`config.mk`:
```
export PLATFORM = sky130hd
export DESIGN_NAME = zynq_glue_top
export DESIGN_NICKNAME = d
export VERILOG_FILES = /design/src/verilog/zynq_glue_pkg.sv /design/src/verilog/csr_bank.sv /design/src/verilog/dram_rebase.sv /design/src/verilog/host_window_map.sv /design/src/verilog/mem_profiler.sv /design/src/verilog/zynq_glue_top.sv
export SDC_FILE = /design/constraint.sdc
export NUM_CORES = 1
export LEC_CHECK = 0
export BUFFER_PORTS_ARGS = -buffer_cell sky130_fd_sc_hd__buf_4
export CORE_MARGIN = 2
export CORE_UTILIZATION = 35
export DETAILED_ROUTE_END_ITERATION = 8
export PLACE_DENSITY_LB_ADDON = 0.05
export SLEW_MARGIN = 5
export SYNTH_ARGS = -nofsm -noshare
export SYNTH_HDL_FRONTEND = slang
export SYNTH_SLANG_ARGS = --single-unit
export TNS_END_PERCENT = 5
```
`constraint.sdc`:
```
create_clock -name aclk_i -period 6.2 [get_ports aclk_i]
set_input_delay 0.62 -clock aclk_i [delete_from_list [all_inputs] [get_ports aclk_i]]
set_output_delay 0.62 -clock aclk_i [all_outputs]
set_load 0.02 [all_outputs]
```
`src/verilog/zynq_glue_pkg.sv`:
```
package zynq_glue_pkg;

   localparam int ADDR_W     = 32;
   localparam int DATA_W     = 32;
   localparam int CSR_ADDR_W = 4;

   // host register word indices, profiler spans 8..11
   localparam logic [CSR_ADDR_W-1:0] CSR_RUN        = CSR_ADDR_W'(0);
   localparam logic [CSR_ADDR_W-1:0] CSR_DRAM_ALLOC = CSR_ADDR_W'(1);
   localparam logic [CSR_ADDR_W-1:0] CSR_DRAM_BASE  = CSR_ADDR_W'(2);
   localparam logic [CSR_ADDR_W-1:0] CSR_PROF0      = CSR_ADDR_W'(8);

   localparam logic [ADDR_W-1:0] CORE_DRAM_BASE = 32'h8000_0000;
   localparam logic [ADDR_W-1:0] DRAM_LIMIT     = ADDR_W'(120 * 1024 * 1024);

   // one bit per 8 MB region, index is address bits 29:23
   localparam int PROF_W   = 128;
   localparam int PROF_LSB = 23;

   typedef struct packed {
      logic                  v;
      logic [CSR_ADDR_W-1:0] addr;
      logic [DATA_W-1:0]     data;
   } csr_wr_s;

   // bit 29 picks the DRAM window (0) or the local window (1)
   typedef struct packed {
      logic        sel;
      logic        pad;
      logic [27:0] off;
   } host_dram_view_s;

   typedef struct packed {
      logic        sel;
      logic        pad;
      logic [3:0]  tile;
      logic [3:0]  dev;
      logic [19:0] off;
   } host_local_view_s;

   typedef union packed {
      host_dram_view_s  dram_view;
      host_local_view_s local_view;
   } host_addr_u;

   typedef struct packed {
      logic       v;
      logic       w;
      host_addr_u addr;
   } host_req_s;

   typedef struct packed {
      logic              v;
      logic              w;
      logic              is_local;
      logic [3:0]        tile;
      logic [3:0]        dev;
      logic [ADDR_W-1:0] addr;
   } core_req_s;

   typedef struct packed {
      logic              v;
      logic              w;
      logic [ADDR_W-1:0] addr;
   } dram_req_s;

endpackage

```
`src/verilog/csr_bank.sv`:
```
`timescale 1ns/10ps

module csr_bank
  (input  logic                                  aclk_i
   , input  logic                                reset_i
   , input  zynq_glue_pkg::csr_wr_s              csr_wr_i
   , input  logic                                csr_rd_v_i
   , input  logic [zynq_glue_pkg::CSR_ADDR_W-1:0] csr_rd_addr_i
   , input  logic [zynq_glue_pkg::PROF_W-1:0]     prof_i
   , output logic [zynq_glue_pkg::DATA_W-1:0]     csr_rd_data_o
   , output logic                                csr_rd_v_o
   , output logic [zynq_glue_pkg::ADDR_W-1:0]     dram_base_o
   , output logic                                core_reset_o
   );

   import zynq_glue_pkg::*;

   logic                                    run_r;
   logic                                    dram_alloc_r;
   logic [ADDR_W-1:0]                       dram_base_r;
   logic [PROF_W/DATA_W-1:0][DATA_W-1:0]    prof_words;
   logic [DATA_W-1:0]                       rd_word;
   logic [DATA_W-1:0]                       rd_data_r;
   logic                                    rd_v_r;
   logic                                    core_reset_r;

   // host writes land at the sampling edge
   always_ff @(posedge aclk_i)
      begin
         if (reset_i)
            begin
               run_r        <= 1'b0;
               dram_alloc_r <= 1'b0;
               dram_base_r  <= '0;
            end
         else if (csr_wr_i.v)
            begin
               if (csr_wr_i.addr == CSR_RUN)
                  run_r <= csr_wr_i.data[0];
               if (csr_wr_i.addr == CSR_DRAM_ALLOC)
                  dram_alloc_r <= csr_wr_i.data[0];
               if (csr_wr_i.addr == CSR_DRAM_BASE)
                  dram_base_r <= csr_wr_i.data;
            end
      end

   assign prof_words = prof_i;

   // readback mux, unmapped words read as zero
   always_comb
      begin
         rd_word = '0;
         if (csr_rd_addr_i == CSR_RUN)
            rd_word = DATA_W'(run_r);
         else if (csr_rd_addr_i == CSR_DRAM_ALLOC)
            rd_word = DATA_W'(dram_alloc_r);
         else if (csr_rd_addr_i == CSR_DRAM_BASE)
            rd_word = dram_base_r;
         else if (csr_rd_addr_i[CSR_ADDR_W-1:2] == CSR_PROF0[CSR_ADDR_W-1:2])
            rd_word = prof_words[csr_rd_addr_i[1:0]];
      end

   always_ff @(posedge aclk_i)
      begin
         if (reset_i)
            rd_v_r <= 1'b0;
         else
            rd_v_r <= csr_rd_v_i;
         if (csr_rd_v_i)
            rd_data_r <= rd_word;
      end

   // core stays in reset until the host sets the run bit
   always_ff @(posedge aclk_i)
      begin
         if (reset_i)
            core_reset_r <= 1'b1;
         else
            core_reset_r <= ~run_r;
      end

   assign csr_rd_data_o = rd_data_r;
   assign csr_rd_v_o    = rd_v_r;
   assign dram_base_o   = dram_base_r;
   assign core_reset_o  = core_reset_r;

endmodule

```
`src/verilog/dram_rebase.sv`:
```
`timescale 1ns/10ps

module dram_rebase
  (input  logic                              aclk_i
   , input  logic                            reset_i
   , input  zynq_glue_pkg::dram_req_s          core_dram_req_i
   , input  logic [zynq_glue_pkg::ADDR_W-1:0] dram_base_i
   , output zynq_glue_pkg::dram_req_s          hp0_req_o
   , output logic                            hp0_high_o
   );

   import zynq_glue_pkg::*;

   logic [ADDR_W-1:0] offset;
   logic              high_n;
   dram_req_s         req_r;
   logic              high_r;

   // xor strips the core DRAM base bit, the PS allocation base is added back
   assign offset = core_dram_req_i.addr ^ CORE_DRAM_BASE;

   // anything past the allocated window is flagged
   assign high_n = core_dram_req_i.v && (offset >= DRAM_LIMIT);

   always_ff @(posedge aclk_i)
      begin
         if (reset_i)
            begin
               req_r.v <= 1'b0;
               high_r  <= 1'b0;
            end
         else
            begin
               req_r.v <= core_dram_req_i.v;
               high_r  <= high_n;
            end
         if (core_dram_req_i.v)
            begin
               req_r.w    <= core_dram_req_i.w;
               req_r.addr <= offset + dram_base_i;
            end
      end

   assign hp0_req_o  = req_r;
   assign hp0_high_o = high_r;

endmodule

```
`src/verilog/host_window_map.sv`:
```
`timescale 1ns/10ps

module host_window_map
  (input  logic                     aclk_i
   , input  logic                   reset_i
   , input  zynq_glue_pkg::host_req_s host_req_i
   , output zynq_glue_pkg::core_req_s core_req_o
   );

   import zynq_glue_pkg::*;

   host_addr_u haddr;
   core_req_s  req_n;
   core_req_s  req_r;

   assign haddr = host_req_i.addr;

   always_comb
      begin
         req_n   = '0;
         req_n.v = host_req_i.v;
         req_n.w = host_req_i.w;
         if (!haddr.dram_view.sel)
            begin
               // GP1 0x0xxx_xxxx lands in core DRAM at 0x8xxx_xxxx
               req_n.addr = CORE_DRAM_BASE + ADDR_W'(haddr.dram_view.off);
            end
         else
            begin
               // GP1 0x2xxx_xxxx lands in core local space
               req_n.is_local = 1'b1;
               req_n.tile     = haddr.local_view.tile;
               req_n.dev      = haddr.local_view.dev;
               req_n.addr     = ADDR_W'({haddr.local_view.tile,
                                         haddr.local_view.dev,
                                         haddr.local_view.off});
            end
      end

   // one stage, the payload only moves with a valid request
   always_ff @(posedge aclk_i)
      begin
         if (reset_i)
            req_r.v <= 1'b0;
         else if (req_n.v)
            req_r <= req_n;
         else
            req_r.v <= 1'b0;
      end

   assign core_req_o = req_r;

endmodule

```
`src/verilog/mem_profiler.sv`:
```
`timescale 1ns/10ps

module mem_profiler
  (input  logic                             aclk_i
   , input  logic                           core_reset_i
   , input  zynq_glue_pkg::dram_req_s         core_dram_req_i
   , output logic [zynq_glue_pkg::PROF_W-1:0] prof_o
   );

   import zynq_glue_pkg::*;

   logic [$clog2(PROF_W)-1:0] region;
   logic [PROF_W-1:0]         prof_r;

   // 8 MB granule taken from address bits 29:23
   assign region = core_dram_req_i.addr[PROF_LSB +: $clog2(PROF_W)];

   // bits are sticky until the core goes back into reset
   always_ff @(posedge aclk_i)
      begin
         if (core_reset_i)
            prof_r <= '0;
         else if (core_dram_req_i.v)
            prof_r[region] <= 1'b1;
      end

   assign prof_o = prof_r;

endmodule

```
`src/verilog/zynq_glue_top.sv`:
```
`timescale 1ns/10ps

module zynq_glue_top
  (input  logic                                  aclk_i
   , input  logic                                reset_i
   , input  zynq_glue_pkg::csr_wr_s              csr_wr_i
   , input  logic                                csr_rd_v_i
   , input  logic [zynq_glue_pkg::CSR_ADDR_W-1:0] csr_rd_addr_i
   , input  zynq_glue_pkg::host_req_s            host_req_i
   , input  zynq_glue_pkg::dram_req_s            core_dram_req_i
   , output logic [zynq_glue_pkg::DATA_W-1:0]     csr_rd_data_o
   , output logic                                csr_rd_v_o
   , output logic                                core_reset_o
   , output zynq_glue_pkg::core_req_s            core_req_o
   , output zynq_glue_pkg::dram_req_s            hp0_req_o
   , output logic                                hp0_high_o
   );

   import zynq_glue_pkg::*;

   logic [ADDR_W-1:0] dram_base;
   logic [PROF_W-1:0] prof;

   // host register bank and core reset
   csr_bank csr0
     (.aclk_i         (aclk_i)
      ,.reset_i       (reset_i)
      ,.csr_wr_i      (csr_wr_i)
      ,.csr_rd_v_i    (csr_rd_v_i)
      ,.csr_rd_addr_i (csr_rd_addr_i)
      ,.prof_i        (prof)
      ,.csr_rd_data_o (csr_rd_data_o)
      ,.csr_rd_v_o    (csr_rd_v_o)
      ,.dram_base_o   (dram_base)
      ,.core_reset_o  (core_reset_o)
      );

   // host GP1 window into core space
   host_window_map map0
     (.aclk_i      (aclk_i)
      ,.reset_i    (reset_i)
      ,.host_req_i (host_req_i)
      ,.core_req_o (core_req_o)
      );

   // core DRAM into the PS allocation
   dram_rebase rebase0
     (.aclk_i           (aclk_i)
      ,.reset_i         (reset_i)
      ,.core_dram_req_i (core_dram_req_i)
      ,.dram_base_i     (dram_base)
      ,.hp0_req_o       (hp0_req_o)
      ,.hp0_high_o      (hp0_high_o)
      );

   // profiler lives in the core reset domain
   mem_profiler prof0
     (.aclk_i           (aclk_i)
      ,.core_reset_i    (core_reset_o)
      ,.core_dram_req_i (core_dram_req_i)
      ,.prof_o          (prof)
      );

endmodule
```
# Word-level counts from Yosys, hierarchy flattened
# Cells that the tools add are included.
dict set report op_classes {
  bitwise_logic 4
  order_cmp 4
  reduce_logical 9
  n_addsub 2
  mux 11
  eq_ne 5
}
# cell n
set ops {}
lappend ops {{OR 128 bit} 1}
lappend ops {{2-to-1 mux 32 bit} 3}
lappend ops {{binary-select mux 32 bit (select 2 bit)} 1}
lappend ops {{adder 32 x 28 -> 32 bit (first input constant)} 1}
lappend ops {{adder 32 bit} 1}
lappend ops {{>= comparator 32 x 27 -> 1 bit (second input constant)} 1}
lappend ops {{2-to-1 mux 28 bit} 1}
lappend ops {{2-to-1 mux 9 bit} 1}
lappend ops {{equality test 4 x 1 -> 1 bit (second input constant)} 2}
lappend ops {{equality test 4 x 2 -> 1 bit (second input constant)} 2}
lappend ops {{logical NOT 4 bit} 2}
lappend ops {{< comparator 7 x 8 -> 1 bit (second input constant)} 1}
lappend ops {{AND reduction 2 bit} 4}
lappend ops {{demux 1 bit (select 7 bit)} 1}
lappend ops {{>= comparator 7 x 1 -> 1 bit (second input constant)} 1}
lappend ops {{2-to-1 mux 1 bit} 4}
lappend ops {{< comparator 2 x 3 -> 1 bit (second input constant)} 1}
lappend ops {{NOT 1 bit} 3}
lappend ops {{equality test 2 bit (second input constant)} 1}
lappend ops {{logical AND 1 bit} 2}
lappend ops {{OR reduction 2 bit} 1}
dict set report word_totals {
  ff_bits 274
  input_bits 110
  wordCells 54
  output_inout_bits 112
}

# Depth between registers and ports, before layout
dict set report depth {
  word_depth 6
  mapped_depth 9
  depth_no_buf 9
}

# Modules after synthesis
# From an unflattened synthesis, not the netlist that was laid out.
dict set report hier_totals {
  cells_unflattened 1062
  area_unflattened_um2 11842.6
}
# module seq_area_each_um2 area_each_um2 n_inst cells_per_inst
set modules_own_cells {}
lappend modules_own_cells {mem_profiler 2562.5 4360.4 1 452}
lappend modules_own_cells {csr_bank 1681.6 3372.0 1 276}
lappend modules_own_cells {dram_rebase 1031.0 2826.5 1 279}
lappend modules_own_cells {host_window_map 1191.1 1283.7 1 55}

# Worst setup path after synthesis
# Ideal clock, no wire load.
dict set report synth_timing {
  path_type {in2reg}
  startpoint {input reset_i}
  endpoint {register map0.req_r, in the netlist map0.core_req_o[0], enable pin}
  cell_stages 2
  required_time_ns 5.761
  path_slack_ns 3.200
  setup_ns 0.439
  arrival_ns 2.561
  path_buffers 1
  cell_sequence {clkbuf_1 nor2b_1}
}
dict set report synth_via {
  elab_chain_cells 2
}
# element line
set synth_lines {}
lappend synth_lines {{start, declared} zynq_glue_top.sv:5} ;# , input logic reset_i
lappend synth_lines {{NOT 1 bit (no source line)} --}
lappend synth_lines {{AND reduction 2 bit (no source line)} --}
lappend synth_lines {{end signal, assigned} host_window_map.sv:46} ;# req_r <= req_n;
lappend synth_lines {{end, declared} host_window_map.sv:14} ;# core_req_s req_r;
# Every way passes these cells.
# A chain may end at the register's enable or synchronous reset.

# Worst setup path after layout
dict set report layout_timing {
  startpoint {register csr0.dram_base_r[0] (netlist: csr0.dram_base_o[0])}
  endpoint {register rebase0.req_r, in the netlist rebase0.hp0_req_o[26], data pin}
}
dict set report layout_via {
  elab_chain_cells 1
}
# element line
set layout_lines {}
lappend layout_lines {{start, declared} csr_bank.sv:20} ;# logic [ADDR_W-1:0] dram_base_r;
lappend layout_lines {{start signal, assigned} csr_bank.sv:43} ;# dram_base_r <= csr_wr_i.data;
lappend layout_lines {{adder 32 bit} dram_rebase.sv:40} ;# req_r.addr <= offset + dram_base_i;
lappend layout_lines {{end, declared} dram_rebase.sv:16} ;# dram_req_s req_r;
# Every way passes these cells.

==> impl_metrics.env <==
export IMPL_regArea_um2=6470
export IMPL_synth_seq_cells=271
export IMPL_rows=66
export IMPL_rsz0062_at_grt="false"
export IMPL_ir_drop_mv=0.176
export IMPL_fin_nets=1428
export IMPL_route_antenna_remaining_nets=0
export IMPL_htree_levels=1
export IMPL_cts_sinks=271
export IMPL_arrival_ns=3.27
export IMPL_startpoint="csr0.dram_base_o[0]"
export IMPL_antenna_found_initial=0
export IMPL_ys_top_cells_by_count="196 x a21oi_1, 169 x nor2_1, 167 x dfxtp_1"
export IMPL_design_area_um2=14400
export IMPL_skew_ns=0.0184
export IMPL_synth_warnings=0
export IMPL_dp_hpwl_um=23400
export IMPL_drtIter0Drc=614
export IMPL_post_cts_buffers=0
export IMPL_r2r_end="rebase0.hp0_req_o[26]"
export IMPL_worstHoldPathCells=1
export IMPL_syn_to_final_growth_pct=26.6
export IMPL_avgViaCountPerCell=5.05
export IMPL_setup_violations_final=0
export IMPL_holdCritPathClass="in -> reg"
export IMPL_wl_um=33100
export IMPL_place_area_um2=13500
export IMPL_swShare_pct=23.3
export IMPL_min_to="rebase0.hp0_req_o[32]"
export IMPL_clk_latency_ns=0.56
export IMPL_coreArea_um2=32300
export IMPL_combPwrFrac_pct=8.7
export IMPL_power_internal_mw=3.06
export IMPL_avgSynthCellArea_um2=10.5
export IMPL_crit_path_max_fanout=3
export IMPL_yosys_area_top_type="dfxtp_1"
export IMPL_grt_pass1_vias=8269
export IMPL_hold_viol_final=0
export IMPL_fmax_ghz=0.337
export IMPL_clk_pin_slew_worst_paths_ns=0.06
export IMPL_p_leak_nw=5.55
export IMPL_wl_per_cell_um=18.9
export IMPL_cp_slowest_stage_delay_ns=0.43
export IMPL_reg2reg_slack_ns=3.23
export IMPL_post_route_period_util_pct=47.9
export IMPL_power_frac_seq_pct=48.0
export IMPL_synth_edf_count=104
export IMPL_period_needed_ns=2.97
export IMPL_synth_seq_area_share_pct=56.7
export IMPL_ios=222
export IMPL_fill_cells=3177
export IMPL_rr_worst_depth=9
export IMPL_gp_congestion=0.804
export IMPL_drv_cap=0
export IMPL_io_buffers=217
export IMPL_clockBufferDepth=3
export IMPL_holdCritStartpoint="core_dram_req_i[32]"
export IMPL_crit_slowest_cell="fa_1"
export IMPL_grt_overflow_total=0
export IMPL_synth_top_area_share_pct=29.3
export IMPL_worstReg2RegStart="csr0.dram_base_o[0]"
export IMPL_cts_hold_buffers=0
export IMPL_synthDistinctLibCells=52
export IMPL_num_vias=8840
export IMPL_drt_drc_violations_left=0
export IMPL_initial_core_util_pct=35.3
export IMPL_multi_input_area_um2=4680
export IMPL_pwr_share_clk_pct=43.3
export IMPL_synth_most_common_cell="a21oi_1"
export IMPL_first_pass_iters=5
export IMPL_cts_resized=0
export IMPL_grtUsageTotal_pct=19.0
export IMPL_synth_area_um2=11400
export IMPL_drive_gt1_share_pct=24.0
export IMPL_ys_flop_type="dfxtp_1"
export IMPL_cp_required_ns=6.50
export IMPL_fp_dieW_um=184
export IMPL_cts_buffers=30
export IMPL_die_area_um2=34000
export IMPL_end_kind="flop"
export IMPL_grt_max_degree=90
export IMPL_maxSlewViolCount=0
export IMPL_grt_pass1_wl_um=49500
export IMPL_fin_setup_tns_ns=0
export IMPL_synthCells=1081
export IMPL_switching_power_mw=0.928
export IMPL_clock_root_buffer="clkbuf_16"
export IMPL_path_cells="ha_1 > fa_1 > a21o_1 > a221oi_2 > a21oi_2 > o2111ai_1 > nand2_1 > a21boi_0 > xnor2_1"
export IMPL_cp_start_kind="flop"
export IMPL_power_density_nw_per_um2=276
export IMPL_status="completed"
export IMPL_synth_async_sr_flop_share_pct=0
export IMPL_synth_area_leaders="dfxtp_1 29%, edfxtp_1 27%, a21oi_1 8.6%, mux4_2 6.3%, nor2_1 5.6%"
export IMPL_worst_pin_slew_ns=1.29
export IMPL_critPathKind="reg -> reg"
export IMPL_dieHeight_um=184
export IMPL_cts_tree="done"
export IMPL_antenna_diode_count=0
export IMPL_slew_headroom_pct=13.8
-- routing by layer --
metal  part of all wire [%]  GRT usage, %
met5                      0             0
met4                    1.6          4.06
met3                    5.7          2.85
met2                     44          28.4
met1                     48          28.8
-- flip-flops by register name, summed over array words and instances, names as in the netlist --
signal	flops
rebase0.hp0_req_o	34
rebase0.hp0_high_o	1
csr0.dram_base_o	32
csr0.csr_rd_v_o	1
csr0.core_reset_o	1
csr0.run_r	1
prof0.prof_o	128
csr0.dram_alloc_r	1
csr0.csr_rd_data_o	32
map0.core_req_o	40
-- power groups by stage --
stage / logic (mW) / clock network, mW / registers, mW
2_1_floorplan: 0.120 / 0 / 2.00
3_3_place_gp: 0.348 / 0 / 1.95
3_5_place_dp: 0.348 / 0 / 1.95
4_1_cts: 0.349 / 1.78 / 1.91
5_1_grt: 0.372 / 1.85 / 1.92
6_report: 0.346 / 1.73 / 1.91
-- layout make-up --
cell class	instances	share of cell area (%)
clock buffers	42	6.08
repair buffers	229	11.9
multi-input cells	741	32.4
inverters	13	0.338
clock inverters	14	0.589
well taps	442	3.83
flip-flops and latches	271	44.8
-- worst max-delay path, delay by kind of cell, from the launching register on --
| kind | cells | cell delay (ns) |
|---|---|---|
| xor gates and xnor gates | 1 | 0.09 |
| and+or+nand+nor | 1 | 0.16 |
| DFF | 1 | 0.37 |
| adders and majority gates | 2 | 0.67 |
| AOI/OAI and AO/OA | 5 | 1.43 |
-- logic make-up (layout without fill, tap and decap cells) --
kind of cell / Yosys count / count (layout) / share of synthesized area (%)
mux: 38 / 38 / 6.85
simple gates: 350 / 350 / 13.0
fa+ha+maj: 32 / 32 / 3.58
compound gates: 292 / 292 / 15.3
xor+xnor: 26 / 26 / 2.00
buf+inv: 71 / 298 / 2.50
flops: 271 / 271 / 56.7
other cells: 1 / 3 / 0.0329
-- stage by stage --
| stage | instances | power, mW | hold slack, ns | utilization [%] | setup slack (ns) |
|---|---|---|---|---|---|
| CTS | 1752 | 4.04 | 0.210 | 44.7 | 3.22 |
| detailed placement | 1696 | 2.30 | 0.404 | 41.7 | 2.87 |
| global route | 1752 | 4.14 | 0.214 | 44.7 | 3.06 |
| finish | 1752 | 3.98 | 0.243 | 44.7 | 3.23 |
| floorplan | 1083 | 2.12 | 0.382 | - | 3.20 |
| global placement | 1696 | 2.30 | 0.415 | 41.7 | 2.88 |
-- how the worst max path moves through the flow --
stage,to,slack (ns),depth (start not counted)
after floorplan,map0.core_req_o[0],3.20,2
after global placement,rebase0.hp0_req_o[30],2.88,10
after detailed placement,rebase0.hp0_req_o[26],2.87,10
after CTS,rebase0.hp0_req_o[26],3.22,9
after global routing,rebase0.hp0_req_o[26],3.06,9
final,rebase0.hp0_req_o[26],3.23,9
-- placed cells by master, fill, tap and decap left out, drive strengths merged, types with 9 or more instances in the layout --
cell | Yosys | routed
a21o | 17 | 17
a21oi | 197 | 197
a22o | 31 | 31
and2 | 12 | 12
buf | 9 | 229
clkbuf | 49 | 42
clkinv | 0 | 12
dfxtp | 167 | 167
edfxtp | 104 | 104
ha | 31 | 31
inv | 13 | 14
mux4 | 32 | 32
nand2 | 111 | 111
nor2 | 169 | 169
nor3 | 13 | 13
o21ai | 15 | 15
xnor2 | 17 | 17
xor2 | 9 | 9
Note: power is estimated with default switching activity, not from simulation.
